<file path="src/verilog/corr_pkg.sv">
// Shared sizes and types for the PDM lag correlator
// Sample, accumulator and output word types
// Baseline mic pair tables and FSM state enums
package corr_pkg;

  // Array sizes
  localparam int NUM_MICS      = 3;
  localparam int NUM_LAGS      = 8;
  localparam int NUM_BASELINES = 3;

  // PDM bits per decimated sample
  localparam int DECIM_RATIO = 8;
  // Integrator and comb stage count
  localparam int CIC_STAGES  = 3;
  // Samples summed per integration period
  localparam int INTEG_LEN   = 4;

  // CIC register, holds the 8^3 gain without wrap
  typedef logic signed [11:0] cic_acc_t;
  // Decimated sample, comb output sign extended
  typedef logic signed [15:0] sample_t;
  // Lag accumulator, wraps on overflow
  typedef logic signed [31:0] acc_t;
  // Output stream word
  typedef logic        [31:0] word_t;

  typedef logic [2:0] lag_idx_t;
  typedef logic [1:0] bl_idx_t;

  // Mic pairs in order (0,1), (0,2), (1,2)
  localparam int BL_MIC_A [NUM_BASELINES] = '{0, 0, 1};
  localparam int BL_MIC_B [NUM_BASELINES] = '{1, 2, 2};

  // Correlator sweep FSM
  typedef enum logic {
    CORR_IDLE,
    CORR_SWEEP
  } corr_state_e;

  // Packet sequencer FSM
  typedef enum logic [1:0] {
    PACK_IDLE,
    PACK_HEADER,
    PACK_LAGS
  } pack_state_e;

endpackage

</file>
<file path="src/verilog/sample_if.sv">
// Decimated sample bus from the input side to the correlator
// One strobe shared by all mics, one sample per mic
interface sample_if import corr_pkg::*; ();

  // Single-cycle strobe, samples valid only while high
  logic    sample_strobe;
  // Newest decimated sample of each mic
  sample_t samples [NUM_MICS];

  // Driven by the mic front end
  modport source (
    output sample_strobe,
    output samples
  );

  // Read by the lag correlator
  modport sink (
    input sample_strobe,
    input samples
  );

endinterface

</file>
<file path="src/verilog/lag_if.sv">
// Finished lag sums from the correlator to the packet builder
// One beat per lag, all baselines side by side
interface lag_if import corr_pkg::*; ();

  // High once per lag on the final sweep of a period
  logic     lag_valid;
  logic     frame_done;
  lag_idx_t lag_idx;
  // Sum for this lag, one per baseline
  acc_t     lag_sum [NUM_BASELINES];

  modport source (
    output lag_valid,
    output lag_idx,
    output lag_sum,
    output frame_done
  );

  modport sink (
    input lag_valid,
    input lag_idx,
    input lag_sum,
    input frame_done
  );

endinterface

</file>
<file path="src/verilog/cic_decimator.sv">
// Three-stage CIC decimator for a single PDM mic
// Integrators run at the bit rate, combs on the decimation tick
module cic_decimator import corr_pkg::*; (
  input  logic    clk_in,
  input  logic    i_rst,
  input  logic    i_bit_valid,
  input  logic    i_bit,
  input  logic    i_decim_tick,
  output sample_t o_sample
);

  // Integrator chain and its next values
  cic_acc_t integ      [CIC_STAGES];
  cic_acc_t integ_next [CIC_STAGES];
  // Comb one-sample delays and differences
  cic_acc_t comb_dly   [CIC_STAGES];
  cic_acc_t comb_diff  [CIC_STAGES];
  // Bit mapped to +1 or -1
  cic_acc_t bit_val;

  // Cascaded integrators, each stage adds the updated stage before it
  always_comb begin
    bit_val = i_bit ? cic_acc_t'(1) : cic_acc_t'(-1);
    integ_next[0] = integ[0] + bit_val;
    for (int s = 1; s < CIC_STAGES; s++) begin
      integ_next[s] = integ[s] + integ_next[s-1];
    end
  end

  // Comb chain on the last integrator value
  always_comb begin
    comb_diff[0] = integ[CIC_STAGES-1] - comb_dly[0];
    for (int s = 1; s < CIC_STAGES; s++) begin
      comb_diff[s] = comb_diff[s-1] - comb_dly[s];
    end
  end

  always_ff @(posedge clk_in) begin
    if (i_rst) begin
      for (int s = 0; s < CIC_STAGES; s++) begin
        integ[s]    <= '0;
        comb_dly[s] <= '0;
      end
      o_sample <= '0;
    end else begin
      // Integrators move only on a valid PDM bit
      if (i_bit_valid) begin
        integ <= integ_next;
      end
      // Decimated rate: store comb delays and register the output
      if (i_decim_tick) begin
        comb_dly[0] <= integ[CIC_STAGES-1];
        for (int s = 1; s < CIC_STAGES; s++) begin
          comb_dly[s] <= comb_diff[s-1];
        end
        // Signed cast sign extends, nothing dropped
        o_sample <= sample_t'(comb_diff[CIC_STAGES-1]);
      end
    end
  end

endmodule

</file>
<file path="src/verilog/mic_frontend.sv">
// Mic input side
// Shared decimation counter, one CIC per mic, sample strobe
module mic_frontend import corr_pkg::*; (
  input  logic                clk_in,
  input  logic                i_rst,
  input  logic                i_pdm_valid,
  input  logic [NUM_MICS-1:0] i_pdm_data,
  sample_if.source            o_samples
);

  // Valid bits seen in the current group
  logic [$clog2(DECIM_RATIO)-1:0] bit_cnt;
  // Comb enable, one cycle after the group-ending bit
  logic                           decim_tick;
  // Lines up with the registered comb output
  logic                           sample_strobe;
  sample_t                        mic_sample [NUM_MICS];

  always_ff @(posedge clk_in) begin
    if (i_rst) begin
      bit_cnt       <= '0;
      decim_tick    <= 1'b0;
      sample_strobe <= 1'b0;
    end else begin
      decim_tick    <= 1'b0;
      sample_strobe <= decim_tick;
      if (i_pdm_valid) begin
        // Last bit of a group closes it and arms the comb
        if (bit_cnt == DECIM_RATIO - 1) begin
          bit_cnt    <= '0;
          decim_tick <= 1'b1;
        end else begin
          bit_cnt <= bit_cnt + 1'b1;
        end
      end
    end
  end

  // One decimator per mic, all on the same tick
  for (genvar m = 0; m < NUM_MICS; m++) begin : g_mic
    cic_decimator u_cic (
      .clk_in       (clk_in),
      .i_rst        (i_rst),
      .i_bit_valid  (i_pdm_valid),
      .i_bit        (i_pdm_data[m]),
      .i_decim_tick (decim_tick),
      .o_sample     (mic_sample[m])
    );
  end

  assign o_samples.sample_strobe = sample_strobe;
  assign o_samples.samples       = mic_sample;

endmodule

</file>
<file path="src/verilog/lag_correlator.sv">
// Lag correlator core
// Per-mic sample histories, one-sided lag sweep, multiply-accumulate
// Integration counter and result strobes toward the packer
module lag_correlator import corr_pkg::*; (
  input  logic   clk_in,
  input  logic   i_rst,
  sample_if.sink i_samples,
  lag_if.source  o_lags
);

  corr_state_e                  state;
  // Lag being processed in this sweep cycle
  lag_idx_t                     lag_cnt;
  // Samples already taken in the current period
  logic [$clog2(INTEG_LEN)-1:0] integ_cnt;
  logic                         frame_done_q;
  logic                         first_sample;
  logic                         last_sample;

  // Position 0 holds the newest sample
  sample_t hist [NUM_MICS][NUM_LAGS];
  acc_t    acc  [NUM_BASELINES][NUM_LAGS];
  // Products and updated sums for the current lag
  acc_t    prod     [NUM_BASELINES];
  acc_t    sum_next [NUM_BASELINES];

  assign first_sample = (integ_cnt == 0);
  assign last_sample  = (integ_cnt == INTEG_LEN - 1);

  // Newest sample of mic a times older sample k of mic b
  always_comb begin
    for (int b = 0; b < NUM_BASELINES; b++) begin
      prod[b] = acc_t'(hist[BL_MIC_A[b]][0]) * acc_t'(hist[BL_MIC_B[b]][lag_cnt]);
      // First sample of a period restarts the sum
      sum_next[b] = first_sample ? prod[b] : acc[b][lag_cnt] + prod[b];
    end
  end

  always_ff @(posedge clk_in) begin
    if (i_rst) begin
      state        <= CORR_IDLE;
      lag_cnt      <= '0;
      integ_cnt    <= '0;
      frame_done_q <= 1'b0;
      for (int m = 0; m < NUM_MICS; m++) begin
        for (int k = 0; k < NUM_LAGS; k++) begin
          hist[m][k] <= '0;
        end
      end
      for (int b = 0; b < NUM_BASELINES; b++) begin
        for (int k = 0; k < NUM_LAGS; k++) begin
          acc[b][k] <= '0;
        end
      end
    end else begin
      frame_done_q <= 1'b0;

      // Shift every history on a new sample
      if (i_samples.sample_strobe) begin
        for (int m = 0; m < NUM_MICS; m++) begin
          hist[m][0] <= i_samples.samples[m];
          for (int k = 1; k < NUM_LAGS; k++) begin
            hist[m][k] <= hist[m][k-1];
          end
        end
      end

      case (state)
        CORR_IDLE: begin
          // Sweep begins the cycle after the strobe
          if (i_samples.sample_strobe) begin
            state   <= CORR_SWEEP;
            lag_cnt <= '0;
          end
        end
        CORR_SWEEP: begin
          for (int b = 0; b < NUM_BASELINES; b++) begin
            acc[b][lag_cnt] <= sum_next[b];
          end
          if (lag_cnt == NUM_LAGS - 1) begin
            state   <= CORR_IDLE;
            lag_cnt <= '0;
            // Period bookkeeping after the last lag
            if (last_sample) begin
              integ_cnt    <= '0;
              frame_done_q <= 1'b1;
            end else begin
              integ_cnt <= integ_cnt + 1'b1;
            end
          end else begin
            lag_cnt <= lag_cnt + 1'b1;
          end
        end
        default: state <= CORR_IDLE;
      endcase
    end
  end

  // Finished sums leave directly on the last sweep of a period
  assign o_lags.lag_valid  = (state == CORR_SWEEP) && last_sample;
  assign o_lags.lag_idx    = lag_cnt;
  assign o_lags.lag_sum    = sum_next;
  assign o_lags.frame_done = frame_done_q;

endmodule

</file>
<file path="src/verilog/frame_packer.sv">
// Export buffer for one finished integration
// Packet sequencer, header plus lag words per baseline
module frame_packer import corr_pkg::*; (
  input  logic  clk_in,
  input  logic  i_rst,
  lag_if.sink   i_lags,
  output logic  o_word_valid,
  output logic  o_word_last,
  output word_t o_word
);

  pack_state_e state;
  bl_idx_t     bl_cnt;
  lag_idx_t    lag_cnt;
  // Baseline index copied into every byte
  word_t       header_word;

  // Held results, one row per baseline
  word_t frame_buf [NUM_BASELINES][NUM_LAGS];

  // Each lag beat lands in its column
  always_ff @(posedge clk_in) begin
    if (i_lags.lag_valid) begin
      for (int b = 0; b < NUM_BASELINES; b++) begin
        frame_buf[b][i_lags.lag_idx] <= word_t'(i_lags.lag_sum[b]);
      end
    end
  end

  always_ff @(posedge clk_in) begin
    if (i_rst) begin
      state   <= PACK_IDLE;
      bl_cnt  <= '0;
      lag_cnt <= '0;
    end else begin
      case (state)
        PACK_IDLE: begin
          // Buffer is complete once frame_done arrives
          if (i_lags.frame_done) begin
            state  <= PACK_HEADER;
            bl_cnt <= '0;
          end
        end
        PACK_HEADER: begin
          state   <= PACK_LAGS;
          lag_cnt <= '0;
        end
        PACK_LAGS: begin
          if (lag_cnt == NUM_LAGS - 1) begin
            lag_cnt <= '0;
            // Next packet follows with no gap
            if (bl_cnt == NUM_BASELINES - 1) begin
              state <= PACK_IDLE;
            end else begin
              state  <= PACK_HEADER;
              bl_cnt <= bl_cnt + 1'b1;
            end
          end else begin
            lag_cnt <= lag_cnt + 1'b1;
          end
        end
        default: state <= PACK_IDLE;
      endcase
    end
  end

  assign header_word = {4{{6'd0, bl_cnt}}};

  // Word port follows the sequencer state directly
  assign o_word_valid = (state != PACK_IDLE);
  assign o_word_last  = (state == PACK_LAGS) && (lag_cnt == NUM_LAGS - 1);
  assign o_word       = (state == PACK_HEADER) ? header_word : frame_buf[bl_cnt][lag_cnt];

endmodule

</file>
<file path="src/verilog/correlator_top.sv">
// Top level of the PDM lag correlator
// Front end, correlator and packer joined by two internal buses
module correlator_top import corr_pkg::*; (
  input  logic                clk_in,
  input  logic                i_rst,
  // PDM bits of all mics, one strobe per bit time
  input  logic                i_pdm_valid,
  input  logic [NUM_MICS-1:0] i_pdm_data,
  // Packet word stream
  output logic                o_word_valid,
  output logic                o_word_last,
  output word_t               o_word
);

  // Decimated samples toward the correlator
  sample_if samples ();
  // Finished lag sums toward the packer
  lag_if    lags ();

  mic_frontend u_frontend (
    .clk_in      (clk_in),
    .i_rst       (i_rst),
    .i_pdm_valid (i_pdm_valid),
    .i_pdm_data  (i_pdm_data),
    .o_samples   (samples)
  );

  lag_correlator u_correlator (
    .clk_in    (clk_in),
    .i_rst     (i_rst),
    .i_samples (samples),
    .o_lags    (lags)
  );

  frame_packer u_packer (
    .clk_in       (clk_in),
    .i_rst        (i_rst),
    .i_lags       (lags),
    .o_word_valid (o_word_valid),
    .o_word_last  (o_word_last),
    .o_word       (o_word)
  );

endmodule

</file>
<file path="config.mk">
export PLATFORM = sky130hd
export DESIGN_NAME = correlator_top
export DESIGN_NICKNAME = d
export VERILOG_FILES = /design/src/verilog/corr_pkg.sv /design/src/verilog/sample_if.sv /design/src/verilog/lag_if.sv /design/src/verilog/cic_decimator.sv /design/src/verilog/mic_frontend.sv /design/src/verilog/lag_correlator.sv /design/src/verilog/frame_packer.sv /design/src/verilog/correlator_top.sv
export SDC_FILE = /design/constraint.sdc
export NUM_CORES = 2
export LEC_CHECK = 0
export ABC_CLOCK_PERIOD_IN_PS = 9400
export BUFFER_PORTS_ARGS = -buffer_cell sky130_fd_sc_hd__buf_4
export CAP_MARGIN = 20
export CORE_ASPECT_RATIO = 1.2
export CORE_MARGIN = 10
export CORE_UTILIZATION = 45
export DETAILED_ROUTE_END_ITERATION = 8
export SYNTH_ARGS = -nofsm -noshare
export SYNTH_HDL_FRONTEND = slang
export SYNTH_SLANG_ARGS = --single-unit
</file>
<file path="constraint.sdc">
create_clock -name clk_in -period 9.4 [get_ports clk_in]
set_input_delay 1.88 -clock clk_in [delete_from_list [all_inputs] [get_ports clk_in]]
set_output_delay 1.88 -clock clk_in [all_outputs]
set_load 0.02 [all_outputs]
</file>
==> impl_metrics.ini <==
[run_status]
status = finished clean

[placement]
port-buffer-count = 39
pre_cts_ws_ns = -0.347
dp_hpwl_um = 224000
gp_congestion = 0.896
dp_cells = 13900
placed_cell_area_mm2 = 0.128

[sta]
hold_violations = 0
fin_hold_ws_ns = 0.445
rsz0062_at_grt = yes
setup_viol = 0
maxSlewViolCount = 0
relSlewSlack_pct = 27.7
finalWorstSetupSlack_ns = 0.259
fin_crit_ns = 9.14
fmaxAchievable_ghz = 0.109
tightest_slew_ns = 1.08
period_share_pct = 97.2
fin_skew_ns = 0.112

[final_layout]
fillCellCount = 22700
final_area_mm2 = 0.137
final_nets = 11900
drive_gt1_share_pct = 14.6
multi_input_area_mm2 = 0.0555
fin_cells = 14300
seqCellArea_mm2 = 0.0588
syn_to_final_growth_pct = 15.0

[critical_path]
worstReg2RegStart = u_correlator.o_lags.lag_idx[0]
r2r-end = u_correlator.acc[0][638]
worstPathRequired_ns = 10.04
endpoint = u_correlator.acc[0][638]
r2r_setup_slack_ns = 0.26
path_class = register to register
cp.arrival_ns = 9.79
max_stage_delay_ns = 0.54
cp_max_fo = 8
worstSetupEndpointType = register
crit_path_start_kind = register
crit_start = u_correlator.o_lags.lag_idx[0]
crit_path_frequent_cell = fa_1
rr_worst_depth = 40
worst_path_max_delay_cell = fa_1

[global_routing]
overflow = 0
grt_max_degree = 164
grt_util_met2_pct = 39.5
first_global_vias = 83400
busiest_layer = met2
grt_use_total_pct = 22.7
antenna_found_initial = 3
use_met3_pct = 2.82
grt_pass1_wl_um = 502000
gr-usage-met1_pct = 28.6

[power_and_ir_drop]
irDropWorstVdd_uv = 386
power_mw = 47.6
p_per_area_mw_per_mm2 = 348
p_leak_nw = 54.9

[yosys]
ys_ff_latch = 2013
synthArstFlopShare_pct = 0
synth_cell_types = 108
synth_most_common_cell = edfxtp_1
synth_common_cells = edfxtp_1, nor2_1, inv_1, fa_1, ha_1
syn_nets = 11400
synth_top_area_share_pct = 46.6
avgSynthCellArea_um2 = 11.7
yosysTopAreaCell = edfxtp_1
synth_area_leaders = edfxtp_1, fa_1, ha_1
yosys_warnings = 0
synth_top_flop_cell = edfxtp_1
netlist_instances = 10100
yosysSeqAreaShare_pct = 49.4
syn_area_mm2 = 0.119
synth-edff-count = 1848

[clock_network]
clk_latency_ns = 0.93
numCtsBuffers = 203
clock_path_buffers = 3
cts_tree = yes
cts_root_buf = clkbuf_16
clk_pin_slew_worst_paths_ns = 0.06
cts_max_level = 4
clock-sinks = 2013

[drt]
drtPass1Iterations = 6
route.antenna.remaining_nets = 0
wire_per_inst_um = 23.0
vias_per_cell = 5.65
drc = 0
drtIter0Drc = 6990
vias = 80800
drt_wl_total_um = 329000

[floorplan]
die_w_um = 490
fp.coreArea_mm2 = 0.263
ioPinCount = 40
initial_core_util_pct = 45.3
die_h_um = 583
die_area_mm2 = 0.286
core.rowCount = 206

[job]
maxCapViolCount = 0

[min_path]
hold_class = register to register
-- state kept, by name, summed over array words and instances (netlist names), 2 cells and up, named ones only --
register	cells
u_frontend.g_mic.u_cic.o_sample	36
u_frontend.bit_cnt	3
u_frontend.g_mic.u_cic.comb_dly	108
u_correlator.o_lags.lag_idx	3
u_packer.frame_buf	768
u_packer.state	2
u_packer.lag_cnt	3
u_packer.bl_cnt	2
u_frontend.g_mic.u_cic.integ	108
u_correlator.integ_cnt	2
u_correlator.acc	768
u_correlator.hist	204
-- through the flow --
step                      util, %  setup TNS [ns]
after global placement       48.8           -7.73
final                        52.1               0
after floorplan                 -               0
after global routing         52.1           -2.57
after detailed placement     48.8          -14.77
after CTS                    51.5               0
-- report_power, final --
group	internal [mW]	switching, mW
combinational	11.5	15.9
sequential	11.7	0.192
clock	4.78	3.59
total	28.0	19.7
-- worst min-delay path by stage --
stage | startpoint | to | slack (ns) | cells after the start
after floorplan | u_frontend.g_mic[0].u_cic.o_sample[10] | u_frontend.g_mic[0].u_cic.o_sample[10] | 0.42 | 2
after global placement | u_frontend.g_mic[2].u_cic.o_sample[11] | u_frontend.g_mic[2].u_cic.o_sample[11] | 0.43 | 2
after detailed placement | u_frontend.g_mic[1].u_cic.o_sample[8] | u_frontend.g_mic[1].u_cic.o_sample[8] | 0.44 | 2
after CTS | u_frontend.g_mic[2].u_cic.o_sample[11] | u_frontend.g_mic[2].u_cic.o_sample[11] | 0.45 | 2
after global routing | u_frontend.g_mic[2].u_cic.o_sample[6] | u_frontend.g_mic[2].u_cic.o_sample[6] | 0.48 | 2
final | u_frontend.g_mic[1].u_cic.o_sample[8] | u_frontend.g_mic[1].u_cic.o_sample[8] | 0.45 | 2
-- routing by layer --
metal  vias up  wire (µm)
met5         -          0
met4         0      14600
met3       558      19400
met2      2419     164000
met1     41000     130000
li1      36900          -
-- critical path, delay by kind of cell, from the launching register on --
kind	cells	cell delay, ns
AO/OA/AOI/OAI	10	2.05
buffers and inverters	11	1.28
flip-flops	1	0.38
adder cells (fa/ha/maj)	8	3.56
XOR/XNOR	1	0.21
AND/OR/NAND/NOR	10	1.46
-- kinds of logic after synthesis --
logic type	Yosys count	synth area share (%)
multiplexers	393	4.76
adder cells (fa/ha/maj)	1212	17.0
flip-flops	2013	49.4
AO/OA/AOI/OAI	1809	10.3
buffers and inverters	1620	5.15
XOR/XNOR	293	2.25
AND/OR/NAND/NOR	2808	11.2
-- placed cells by master (no fill, tap or decap), drive strengths merged, types with 25 or more instances in the layout --
cell type	count
a211oi	171
a21boi	28
a21o	108
a21oi	437
a22oi	460
a31oi	42
and2	474
and3	38
buf	831
bufinv	25
clkbuf	245
clkinv	85
dfxtp	165
edfxtp	1848
fa	671
ha	541
inv	1137
mux2i	254
mux4	138
nand2	473
nand2b	52
nand3	82
nand4	130
nor2	1197
nor2b	92
nor3	109
o211ai	45
o21a	57
o21ai	237
o21bai	55
or3	57
xnor2	209
xor2	77
-- final cells by class --
cell class                 instances  share of cell area (%)
clock buffer                     243                    3.90
timing repair buffer             833                    5.16
tap                             3432                    3.14
multi-input combinational       6515                    40.5
sequential                      2013                    43.0
inverter                        1135                    3.13
clock inverter                   127                    1.19
antenna                            5                 0.00914
-- repair_timing --
action,4_1_cts,5_1_grt
endpoints found under the setup margin,111,570
cloned,0,2
gates resized for setup,17,234
hold endpoints to repair,0,0
pin swaps,8,94
hold buffers,0,0
buffers inserted,5,39
Note: power is estimated with default switching activity, not from simulation.
